## config.mk

```make
export PLATFORM = sky130hd
export DESIGN_NAME = uart_top
export DESIGN_NICKNAME = d
export VERILOG_FILES = /design/src/hdl/uart_line_pkg.sv /design/src/hdl/uart_host_pkg.sv /design/src/hdl/uart_baud_gen.sv /design/src/hdl/uart_fifo.sv /design/src/hdl/uart_tx.sv /design/src/hdl/uart_rx.sv /design/src/hdl/uart_host_port.sv /design/src/hdl/uart_top.sv
export VERILOG_INCLUDE_DIRS = /design/src /design/src/hdl
export SDC_FILE = /design/constraint.sdc
export NUM_CORES = 1
export LEC_CHECK = 0
export BUFFER_PORTS_ARGS = -buffer_cell sky130_fd_sc_hd__buf_2
export CAP_MARGIN = 15
export CORE_ASPECT_RATIO = 0.5
export CORE_MARGIN = 3
export CORE_UTILIZATION = 65
export CTS_BUF_LIST = sky130_fd_sc_hd__clkbuf_16
export DETAILED_ROUTE_END_ITERATION = 8
export PLACE_DENSITY = 0.83
export SYNTH_ARGS = -nofsm -noshare
export SYNTH_HDL_FRONTEND = slang
export SYNTH_SLANG_ARGS = --single-unit
```

## constraint.sdc

```tcl
create_clock -name clk_i -period 8 [get_ports clk_i]
set_clock_uncertainty 0.15 [all_clocks]
set_input_delay 0.4 -clock clk_i [delete_from_list [all_inputs] [get_ports clk_i]]
set_output_delay 0.4 -clock clk_i [all_outputs]
set_load 0.02 [all_outputs]
```

## src/hdl/uart_config.svh

```systemverilog
`ifndef UART_CONFIG_SVH
`define UART_CONFIG_SVH

// Character and baud generator widths
`define UART_DATA_W 8
`define UART_NCO_W 16

// FIFO depths in characters
`define UART_TX_DEPTH 8
`define UART_RX_DEPTH 4

`endif

```

## src/hdl/uart_line_pkg.sv

```systemverilog
`include "uart_config.svh"

package uart_line_pkg;

  // One character on the serial line
  typedef logic [`UART_DATA_W-1:0] uart_byte_t;

  // Frame format, shared by transmitter and receiver
  typedef struct packed {
    logic parity_en;
    logic parity_odd;
  } uart_frame_cfg_t;

  // Per-character report from the receiver, valid for one cycle
  typedef struct packed {
    logic       valid;
    uart_byte_t data;
    logic       frame_err;
    logic       parity_err;
  } uart_rx_result_t;

endpackage

```

## src/hdl/uart_host_pkg.sv

```systemverilog
`include "uart_config.svh"

package uart_host_pkg;

  // Static control, held while traffic flows
  typedef struct packed {
    logic                         tx_en;
    logic                         rx_en;
    logic                         nf_en;
    uart_line_pkg::uart_frame_cfg_t frame;
    logic [`UART_NCO_W-1:0]       nco;
  } uart_ctrl_t;

  // Sticky receive errors, cleared by the host
  typedef struct packed {
    logic frame_err;
    logic parity_err;
    logic overflow;
  } uart_err_t;

  typedef struct packed {
    logic      tx_full;
    logic      tx_empty;
    logic      tx_idle;
    logic      rx_full;
    logic      rx_empty;
    logic      rx_idle;
    uart_err_t err;
  } uart_status_t;

endpackage

```

## src/hdl/uart_baud_gen.sv

```systemverilog
`timescale 1ns/1ps
`include "uart_config.svh"

module uart_baud_gen (
  input  logic                   clk_i,
  input  logic                   rst_ni,
  input  logic                   en_i,
  input  logic [`UART_NCO_W-1:0] nco_i,
  output logic                   tick_x16_o
);

  // Extra top bit holds the carry out of the accumulator
  logic [`UART_NCO_W:0] acc_q;

  always_ff @(posedge clk_i or negedge rst_ni) begin
    if (!rst_ni) begin
      acc_q <= '0;
    end else if (en_i) begin
      acc_q <= {1'b0, acc_q[`UART_NCO_W-1:0]} + {1'b0, nco_i};
    end else begin
      // Restart the phase so no stale carry is seen
      acc_q <= '0;
    end
  end

  assign tick_x16_o = acc_q[`UART_NCO_W];

endmodule

```

## src/hdl/uart_fifo.sv

```systemverilog
`timescale 1ns/1ps

module uart_fifo #(
  parameter int Depth = 4
) (
  input  logic                          clk_i,
  input  logic                          rst_ni,
  input  logic                          clr_i,
  input  logic                          push_i,
  input  uart_line_pkg::uart_byte_t     data_i,
  output logic                          full_o,
  input  logic                          pop_i,
  output uart_line_pkg::uart_byte_t     data_o,
  output logic                          empty_o,
  output logic [$clog2(Depth+1)-1:0]    depth_o
);

  import uart_line_pkg::*;

  localparam int PtrW = (Depth > 1) ? $clog2(Depth) : 1;
  localparam int CntW = $clog2(Depth + 1);

  uart_byte_t            mem_q [Depth];
  logic [PtrW-1:0]       wr_ptr_q, rd_ptr_q;
  logic [CntW-1:0]       cnt_q;
  logic                  do_push, do_pop;

  // Push into a full FIFO and pop from an empty one are dropped
  assign do_push = push_i & ~full_o;
  assign do_pop  = pop_i & ~empty_o;

  always_ff @(posedge clk_i or negedge rst_ni) begin
    if (!rst_ni) begin
      wr_ptr_q <= '0;
      rd_ptr_q <= '0;
      cnt_q    <= '0;
    end else if (clr_i) begin
      wr_ptr_q <= '0;
      rd_ptr_q <= '0;
      cnt_q    <= '0;
    end else begin
      if (do_push) begin
        wr_ptr_q <= (wr_ptr_q == PtrW'(Depth - 1)) ? '0 : wr_ptr_q + 1'b1;
      end
      if (do_pop) begin
        rd_ptr_q <= (rd_ptr_q == PtrW'(Depth - 1)) ? '0 : rd_ptr_q + 1'b1;
      end
      cnt_q <= cnt_q + CntW'(do_push) - CntW'(do_pop);
    end
  end

  always_ff @(posedge clk_i) begin
    if (do_push) begin
      mem_q[wr_ptr_q] <= data_i;
    end
  end

  assign data_o  = mem_q[rd_ptr_q];
  assign full_o  = (cnt_q == CntW'(Depth));
  assign empty_o = (cnt_q == '0);
  assign depth_o = cnt_q;

endmodule

```

## src/hdl/uart_tx.sv

```systemverilog
`timescale 1ns/1ps
`include "uart_config.svh"

module uart_tx (
  input  logic                           clk_i,
  input  logic                           rst_ni,
  input  logic                           en_i,
  input  logic                           tick_x16_i,
  input  uart_line_pkg::uart_frame_cfg_t cfg_i,
  input  logic                           fifo_empty_i,
  input  uart_line_pkg::uart_byte_t      fifo_data_i,
  output logic                           fifo_pop_o,
  output logic                           idle_o,
  output logic                           tx_o
);

  // Start, data, parity slot and stop
  localparam int FrameW = `UART_DATA_W + 3;

  logic [FrameW-1:0] sreg_q, frame;
  logic [3:0]        bit_cnt_q, div_q;
  logic              tx_q, parity, bit_tick;

  assign parity = (^fifo_data_i) ^ cfg_i.parity_odd;
  assign frame  = cfg_i.parity_en ? {1'b1, parity, fifo_data_i, 1'b0} :
                                    {2'b11, fifo_data_i, 1'b0};

  assign idle_o     = (bit_cnt_q == '0);
  assign fifo_pop_o = en_i & idle_o & ~fifo_empty_i;
  assign bit_tick   = en_i & ~idle_o & tick_x16_i & (div_q == 4'hf);

  //////////////////////////////////////////////////
  // Bit timing
  //////////////////////////////////////////////////

  always_ff @(posedge clk_i or negedge rst_ni) begin
    if (!rst_ni) begin
      bit_cnt_q <= '0;
      div_q     <= '0;
      tx_q      <= 1'b1;
    end else if (!en_i) begin
      bit_cnt_q <= '0;
      div_q     <= '0;
      tx_q      <= 1'b1;
    end else if (fifo_pop_o) begin
      // One extra shift so the stop bit lasts a full bit period
      bit_cnt_q <= cfg_i.parity_en ? 4'd12 : 4'd11;
      // Start bit goes out on the very next tick
      div_q     <= 4'hf;
    end else if (tick_x16_i && !idle_o) begin
      div_q <= div_q + 1'b1;
      if (bit_tick) begin
        tx_q      <= sreg_q[0];
        bit_cnt_q <= bit_cnt_q - 1'b1;
      end
    end
  end

  always_ff @(posedge clk_i) begin
    if (fifo_pop_o) begin
      sreg_q <= frame;
    end else if (bit_tick) begin
      sreg_q <= {1'b1, sreg_q[FrameW-1:1]};
    end
  end

  assign tx_o = tx_q;

endmodule

```

## src/hdl/uart_rx.sv

```systemverilog
`timescale 1ns/1ps
`include "uart_config.svh"

module uart_rx (
  input  logic                           clk_i,
  input  logic                           rst_ni,
  input  logic                           en_i,
  input  logic                           nf_en_i,
  input  logic                           tick_x16_i,
  input  uart_line_pkg::uart_frame_cfg_t cfg_i,
  input  logic                           rx_i,
  output uart_line_pkg::uart_rx_result_t result_o,
  output logic                           idle_o
);

  import uart_line_pkg::*;

  // Bit index of the parity slot, right after the data bits
  localparam logic [3:0] ParIdx = 4'(`UART_DATA_W + 1);

  logic            sync_q1, sync_q2, filt_q1, filt_q2;
  logic            rx_maj, rx_bit;
  logic            busy_q;
  logic [3:0]      div_q, bit_cnt_q, last_idx;
  logic            sample, done;
  uart_byte_t      data_q;
  logic            par_q;
  uart_rx_result_t result_q;

  //////////////////////////////////////////////////
  // Synchronizer and noise filter
  //////////////////////////////////////////////////

  always_ff @(posedge clk_i or negedge rst_ni) begin
    if (!rst_ni) begin
      sync_q1 <= 1'b1;
      sync_q2 <= 1'b1;
      filt_q1 <= 1'b1;
      filt_q2 <= 1'b1;
    end else begin
      sync_q1 <= rx_i;
      sync_q2 <= sync_q1;
      filt_q1 <= sync_q2;
      filt_q2 <= filt_q1;
    end
  end

  // Two out of three consecutive samples win
  assign rx_maj = (sync_q2 & filt_q1) | (sync_q2 & filt_q2) | (filt_q1 & filt_q2);
  assign rx_bit = nf_en_i ? rx_maj : sync_q2;

  //////////////////////////////////////////////////
  // Deserializer
  //////////////////////////////////////////////////

  assign last_idx = cfg_i.parity_en ? ParIdx + 4'd1 : ParIdx;
  assign sample   = busy_q & tick_x16_i & (div_q == 4'd7);
  assign done     = sample & (bit_cnt_q == last_idx);

  always_ff @(posedge clk_i or negedge rst_ni) begin
    if (!rst_ni) begin
      busy_q    <= 1'b0;
      div_q     <= '0;
      bit_cnt_q <= '0;
    end else if (!en_i) begin
      busy_q <= 1'b0;
    end else if (!busy_q) begin
      // Low line on a tick marks a candidate start bit
      if (tick_x16_i && !rx_bit) begin
        busy_q    <= 1'b1;
        div_q     <= '0;
        bit_cnt_q <= '0;
      end
    end else if (tick_x16_i) begin
      div_q <= div_q + 1'b1;
      if (sample) begin
        if ((bit_cnt_q == '0) && rx_bit) begin
          // Start bit gone at mid-bit, treat as noise
          busy_q <= 1'b0;
        end else if (done) begin
          busy_q <= 1'b0;
        end else begin
          bit_cnt_q <= bit_cnt_q + 1'b1;
        end
      end
    end
  end

  always_ff @(posedge clk_i) begin
    if (sample && (bit_cnt_q != '0) && (bit_cnt_q < ParIdx)) begin
      data_q <= {rx_bit, data_q[`UART_DATA_W-1:1]};
    end
    if (sample && cfg_i.parity_en && (bit_cnt_q == ParIdx)) begin
      par_q <= rx_bit;
    end
  end

  always_ff @(posedge clk_i or negedge rst_ni) begin
    if (!rst_ni) begin
      result_q <= '0;
    end else begin
      result_q.valid      <= done & en_i;
      result_q.data       <= data_q;
      result_q.frame_err  <= ~rx_bit;
      result_q.parity_err <= cfg_i.parity_en &
                             (par_q != ((^data_q) ^ cfg_i.parity_odd));
    end
  end

  assign result_o = result_q;
  assign idle_o   = ~busy_q;

endmodule

```

## src/hdl/uart_host_port.sv

```systemverilog
`timescale 1ns/1ps

module uart_host_port (
  input  logic                           clk_i,
  input  logic                           rst_ni,
  input  logic                           wr_req_i,
  input  uart_line_pkg::uart_byte_t      wr_data_i,
  output logic                           wr_ack_o,
  input  logic                           rd_req_i,
  output uart_line_pkg::uart_byte_t      rd_data_o,
  output logic                           rd_ack_o,
  input  logic                           err_clr_i,
  input  uart_line_pkg::uart_rx_result_t rx_result_i,
  input  logic                           tx_full_i,
  output logic                           tx_push_o,
  output uart_line_pkg::uart_byte_t      tx_data_o,
  input  logic                           rx_empty_i,
  input  logic                           rx_full_i,
  output logic                           rx_push_o,
  output logic                           rx_pop_o,
  input  uart_line_pkg::uart_byte_t      rx_data_i,
  output uart_host_pkg::uart_err_t       err_o
);

  import uart_line_pkg::*;
  import uart_host_pkg::*;

  typedef enum logic {
    PortIdle,
    PortAck
  } port_state_e;

  port_state_e wr_state_q, rd_state_q;
  uart_byte_t  rd_data_q;
  uart_err_t   err_q;
  logic        rx_good;

  //////////////////////////////////////////////////
  // Four-phase write and read ports
  //////////////////////////////////////////////////

  assign tx_push_o = (wr_state_q == PortIdle) & wr_req_i & ~tx_full_i;
  assign tx_data_o = wr_data_i;
  assign rx_pop_o  = (rd_state_q == PortIdle) & rd_req_i & ~rx_empty_i;

  always_ff @(posedge clk_i or negedge rst_ni) begin
    if (!rst_ni) begin
      wr_state_q <= PortIdle;
      rd_state_q <= PortIdle;
    end else begin
      if (tx_push_o) begin
        wr_state_q <= PortAck;
      end else if (!wr_req_i) begin
        wr_state_q <= PortIdle;
      end
      if (rx_pop_o) begin
        rd_state_q <= PortAck;
      end else if (!rd_req_i) begin
        rd_state_q <= PortIdle;
      end
    end
  end

  // Head byte captured with the pop, held until the next read
  always_ff @(posedge clk_i) begin
    if (rx_pop_o) begin
      rd_data_q <= rx_data_i;
    end
  end

  assign wr_ack_o  = (wr_state_q == PortAck);
  assign rd_ack_o  = (rd_state_q == PortAck);
  assign rd_data_o = rd_data_q;

  //////////////////////////////////////////////////
  // Receive filtering and sticky errors
  //////////////////////////////////////////////////

  assign rx_good   = rx_result_i.valid & ~rx_result_i.frame_err & ~rx_result_i.parity_err;
  assign rx_push_o = rx_good & ~rx_full_i;

  always_ff @(posedge clk_i or negedge rst_ni) begin
    if (!rst_ni) begin
      err_q <= '0;
    end else if (err_clr_i) begin
      err_q <= '0;
    end else begin
      err_q.frame_err  <= err_q.frame_err | (rx_result_i.valid & rx_result_i.frame_err);
      err_q.parity_err <= err_q.parity_err | (rx_result_i.valid & rx_result_i.parity_err);
      // Good byte with nowhere to go
      err_q.overflow   <= err_q.overflow | (rx_good & rx_full_i);
    end
  end

  assign err_o = err_q;

endmodule

```

## src/hdl/uart_top.sv

```systemverilog
`timescale 1ns/1ps
`include "uart_config.svh"

module uart_top (
  input  logic                      clk_i,
  input  logic                      rst_ni,
  input  uart_host_pkg::uart_ctrl_t ctrl_i,
  input  logic                      wr_req_i,
  input  uart_line_pkg::uart_byte_t wr_data_i,
  output logic                      wr_ack_o,
  input  logic                      rd_req_i,
  output uart_line_pkg::uart_byte_t rd_data_o,
  output logic                      rd_ack_o,
  input  logic                      err_clr_i,
  output uart_host_pkg::uart_status_t status_o,
  output logic                      tx_o,
  input  logic                      rx_i
);

  import uart_line_pkg::*;
  import uart_host_pkg::*;

  logic            tick_x16;
  logic            tx_push, tx_pop, tx_full, tx_empty, tx_idle;
  logic            rx_push, rx_pop, rx_full, rx_empty, rx_idle;
  uart_byte_t      tx_wdata, tx_rdata, rx_rdata;
  uart_rx_result_t rx_result;
  uart_err_t       err;

  uart_baud_gen u_baud_gen (
    .clk_i,
    .rst_ni,
    .en_i       (ctrl_i.tx_en | ctrl_i.rx_en),
    .nco_i      (ctrl_i.nco),
    .tick_x16_o (tick_x16)
  );

  //////////////////////////////////////////////////
  // Transmit path
  //////////////////////////////////////////////////

  uart_fifo #(
    .Depth (`UART_TX_DEPTH)
  ) u_tx_fifo (
    .clk_i,
    .rst_ni,
    .clr_i   (1'b0),
    .push_i  (tx_push),
    .data_i  (tx_wdata),
    .full_o  (tx_full),
    .pop_i   (tx_pop),
    .data_o  (tx_rdata),
    .empty_o (tx_empty),
    .depth_o ()
  );

  uart_tx u_tx (
    .clk_i,
    .rst_ni,
    .en_i         (ctrl_i.tx_en),
    .tick_x16_i   (tick_x16),
    .cfg_i        (ctrl_i.frame),
    .fifo_empty_i (tx_empty),
    .fifo_data_i  (tx_rdata),
    .fifo_pop_o   (tx_pop),
    .idle_o       (tx_idle),
    .tx_o
  );

  //////////////////////////////////////////////////
  // Receive path
  //////////////////////////////////////////////////

  uart_rx u_rx (
    .clk_i,
    .rst_ni,
    .en_i       (ctrl_i.rx_en),
    .nf_en_i    (ctrl_i.nf_en),
    .tick_x16_i (tick_x16),
    .cfg_i      (ctrl_i.frame),
    .rx_i,
    .result_o   (rx_result),
    .idle_o     (rx_idle)
  );

  uart_fifo #(
    .Depth (`UART_RX_DEPTH)
  ) u_rx_fifo (
    .clk_i,
    .rst_ni,
    .clr_i   (1'b0),
    .push_i  (rx_push),
    .data_i  (rx_result.data),
    .full_o  (rx_full),
    .pop_i   (rx_pop),
    .data_o  (rx_rdata),
    .empty_o (rx_empty),
    .depth_o ()
  );

  uart_host_port u_host_port (
    .clk_i,
    .rst_ni,
    .wr_req_i,
    .wr_data_i,
    .wr_ack_o,
    .rd_req_i,
    .rd_data_o,
    .rd_ack_o,
    .err_clr_i,
    .rx_result_i (rx_result),
    .tx_full_i   (tx_full),
    .tx_push_o   (tx_push),
    .tx_data_o   (tx_wdata),
    .rx_empty_i  (rx_empty),
    .rx_full_i   (rx_full),
    .rx_push_o   (rx_push),
    .rx_pop_o    (rx_pop),
    .rx_data_i   (rx_rdata),
    .err_o       (err)
  );

  assign status_o.tx_full  = tx_full;
  assign status_o.tx_empty = tx_empty;
  assign status_o.tx_idle  = tx_idle;
  assign status_o.rx_full  = rx_full;
  assign status_o.rx_empty = rx_empty;
  assign status_o.rx_idle  = rx_idle;
  assign status_o.err      = err;

endmodule

```

==> results.md <==
- Status: finished, final reports clean
- Total Wirelength: 14.95 mm
- 1st-pass router iterations: 5
- Max Clk Rate: 338.8 MHz
- Setup TNS: 0 ns
- Post-route insts no fill: 836
- Final min period: 2.952 ns
- Synth warnings: 0
- Synth area leaders: edfxtp_1 (43%), dfrtp_1 (20%), ha_1 (5.8%), mux4_2 (4.5%), xnor2_1 (2.5%)
- Reg area: 5502 um2
- Die X: 168.6 um
- End point of the critical path: u_tx.sreg_q[9]$_SDFFCE_PN1P_
- RSZ-0062 raised after global routing: no
- Crit path depth: 7
- CP most frequent cell: xnor2_1
- Antenna Nets Post-Route: 0
- Synthesis-to-finish area growth: 11.71%
- Pins Over Slew Limit: 0
- Layout cell share with drive strength beyond 1: 18.78%
- Commonest cells after routing, fill and taps aside: edfxtp_1 (123), dfrtp_1 (67), buf_2 (53)
- Drc violations: 0
- Comb pwr share: 30.4%
- Initial Util: 69.67%
- Crit end category: register
- CP max FO: 18
- Final estimated routing congestion in global placement: 0.8133
- Port bufs: 54
- Number of flops mapped to enable cells by yosys: 123
- CTS Buf Count: 17
- Inst Count DP: 802
- Synthesized instance count: 598
- Final hold violation count: 0
- Bufs and invs on worst path: 0
- Crit-path slowest cell: dfrtp_1
- Total GRT Usage: 22.26%
- Largest net degree at the start of global routing: 73
- Mapped Nets: 676
- Reg clk slew, reported paths: 0.07 ns
- Worst R2R End: u_tx.sreg_q[9]$_SDFFCE_PN1P_
- Top FF cell, synth: edfxtp_1
- Distinct cell type count after synthesis: 53
- CTS tree: done
- Synth Register Bits: 195
- Multi-input logic area: 2843 um2
- FP Rows: 28
- P_leak: 3.849 nW
- Placed Area: 9000 um2
- CTS max path bufs: 2
- Area leader, netlist: edfxtp_1
- # diodes: 0
- Post-synthesis cell area: 8592 um2
- Relative slew margins: 37.32%
- Final Cell Area: 9598 um2
- Sw Ratio: 33.02%
- Worst Tran Pin Value: 0.9367 ns
- Root buffer cell: clkbuf_16
- Chip height: 87.30 um
- FFs w/ async S/R, synth: 36.92%
- Clock sink count: 195
- Clock share of power: 25.5%
- DIE AREA: 14720 um2
- Post-DP HPWL: 9.986 mm
- Startpoint class of the critical path: register
- Core Area: 12330 um2
- Yosys top cell area share: 42.99%
- # H-tree levels: 4
- Max VDD drop: 0.1755 mV
- R2R cell count: 7
- P_sw: 1.068 mW
- Synth Area in XOR/XNOR: 3.466%
- Most common cell after layout, fill and taps aside: edfxtp_1
- Clock Latency Late Sink: 0.43 ns
- Via count: 4919
- Synth Area in Adders: 6.524%
- Crit path required time: 8.03 ns
- Multiplexer area fraction after synthesis: 8.301%
- Net count, final: 736
- Pwr dens: 337.1 nW/um2
- Maximum Capacitance Violations: 0
- Vias in the first global route: 4966
- Sequential share of power: 44.1%
- Final period util: 36.90%
- Sequential share of the synthesized area: 64.03%
- Main combinational cell family by area after synthesis: multiplexers
- 1st-iter DRT viols: 331
- Pint: 2.167 mW
- Compound-gate portion of the synthesized area: 6.670%
- Initial antenna violation count: 0
- Simple-gate area share of the yosys netlist: 8.126%
- Via density: 5.884
- Worst setup startpoint: u_tx_fifo.rd_ptr_q[1]$_DFFE_PN0P_
- CP peak stage delay: 0.90 ns
- Register-to-register setup slack: 5.05 ns
- Reg-to-Reg Start: u_tx_fifo.rd_ptr_q[1]$_DFFE_PN0P_
- Number of top-level pins: 55
- Routed len/inst: 17.88 um
- Crit path cell chain: mux4_1, mux2i_1, xnor2_1, xnor2_1, xnor2_1, xnor2_1, nand2b_1
- Global-route wire length before repair: 24.91 mm
- Final setup fails: 0
- Overall Power: 3.235 mW
- Grt ovf: 0
- Worst hold path class: in2reg
- Crit-path leading delay family: multiplexers
- # fillers: 712
- WP data arrival: 2.98 ns
- Type of the worst setup path: reg2reg
- Avg Cell Area, Syn: 14.37 um2
[final cells by class]
class	instances	area share [%]
clock buffer	17	4.432
clock inverter	15	1.590
inverter	35	1.369
multi-input combinational	347	29.62
sequential	195	57.32
tap	165	2.151
timing repair buffer	62	3.520
[logic make-up after synthesis]
group           Yosys count
flops                   195
simple gates            146
compound gates           87
buf+inv                  56
fa+ha+maj                43
mux                      37
xor+xnor                 34
[synthesized netlist by cell type, types with 3 or more instances]
| master | number |
|---|---|
| buf_4 | 6 |
| ha_1 | 40 |
| xor2_1 | 9 |
| or2_2 | 5 |
| nand2_1 | 47 |
| o221a_2 | 3 |
| o21bai_1 | 4 |
| nor2_1 | 32 |
| mux2_2 | 3 |
| a31oi_1 | 3 |
| nor3_1 | 14 |
| edfxtp_1 | 123 |
| fa_1 | 3 |
| nor2b_1 | 4 |
| mux4_2 | 17 |
| a21o_1 | 9 |
| dfstp_2 | 5 |
| clkbuf_1 | 7 |
| xnor2_1 | 25 |
| nand2b_1 | 5 |
| nand3_1 | 10 |
| inv_1 | 35 |
| dfrtp_1 | 67 |
| and2_1 | 11 |
| mux4_1 | 7 |
| a21oi_1 | 20 |
| nor3b_1 | 6 |
| buf_2 | 6 |
| mux2i_1 | 9 |
| o21a_1 | 7 |
| o211ai_1 | 5 |
| o21ai_0 | 22 |
| nand4_1 | 3 |
[timing repair]
item / in CTS / in global routing
resized for setup: 0 / 0
hold endpoints to repair: 41 / 0
setup buffers: 0 / 0
hold buffers: 2 / 0
endpoints found under the setup margin: 0 / 0
[metal layers]
| layer | global-route usage, % | part of all wire, % |
|---|---|---|
| met3 | 5.440 | 5.0 |
| met1 | 29.68 | 45 |
| met4 | 7.053 | 0.90 |
| met2 | 37.16 | 49 |
| met5 | 0 | 0 |
[state kept, by name, summed over array words and instances (netlist names), 4 cells and up]
register,flops
u_tx_fifo.mem_q,64
u_rx_fifo.mem_q,32
u_baud_gen.acc_q,17
u_rx.result_o,11
u_tx.sreg_q,10
u_host_port.rd_data_o,8
u_rx.data_q,8
u_rx.bit_cnt_q,4
u_rx.div_q,4
u_tx.bit_cnt_q,4
u_tx.div_q,4
u_tx_fifo.depth_o,4
[stage by stage]
| stage | util [%] | setup slack [ns] | hold slack (ns) |
|---|---|---|---|
| after detailed placement | 72.98 | 5.050 | 0.1972 |
| after CTS | 77.83 | 5.030 | 0.02977 |
| final | 77.83 | 5.048 | 0.04849 |
| after global placement | 72.98 | 5.130 | 0.1963 |
| after floorplan | - | 5.259 | -0.04559 |
| after global routing | 77.83 | 4.761 | 0.02768 |
[power by group through the flow]
stage          combinational, mW  sequential [mW]  clock (mW)
2_1_floorplan              0.857             1.36           0
3_3_place_gp               0.935             1.43           0
3_5_place_dp               0.980             1.44           0
4_1_cts                    0.992             1.43       0.834
5_1_grt                     1.11             1.45       0.879
6_report                   0.984             1.43       0.826
[how the worst min path moves through the flow]
stage | depth (start not counted) | endpoint | slack, ns | from
after floorplan | 0 | u_baud_gen.acc_q[0]$_DFF_PN0_ | -0.05 | rst_ni
after global placement | 0 | u_rx.sync_q2$_DFF_PN1_ | 0.20 | u_rx.sync_q1$_DFF_PN1_
after detailed placement | 0 | u_rx.sync_q2$_DFF_PN1_ | 0.20 | u_rx.sync_q1$_DFF_PN1_
after CTS | 2 | u_host_port.err_o[1]$_DFF_PN0_ | 0.03 | err_clr_i
after global routing | 2 | u_host_port.err_o[1]$_DFF_PN0_ | 0.03 | err_clr_i
final | 2 | u_host_port.wr_ack_o$_DFFE_PN0P_ | 0.05 | wr_req_i
Note: power is estimated with default switching activity, not from simulation.
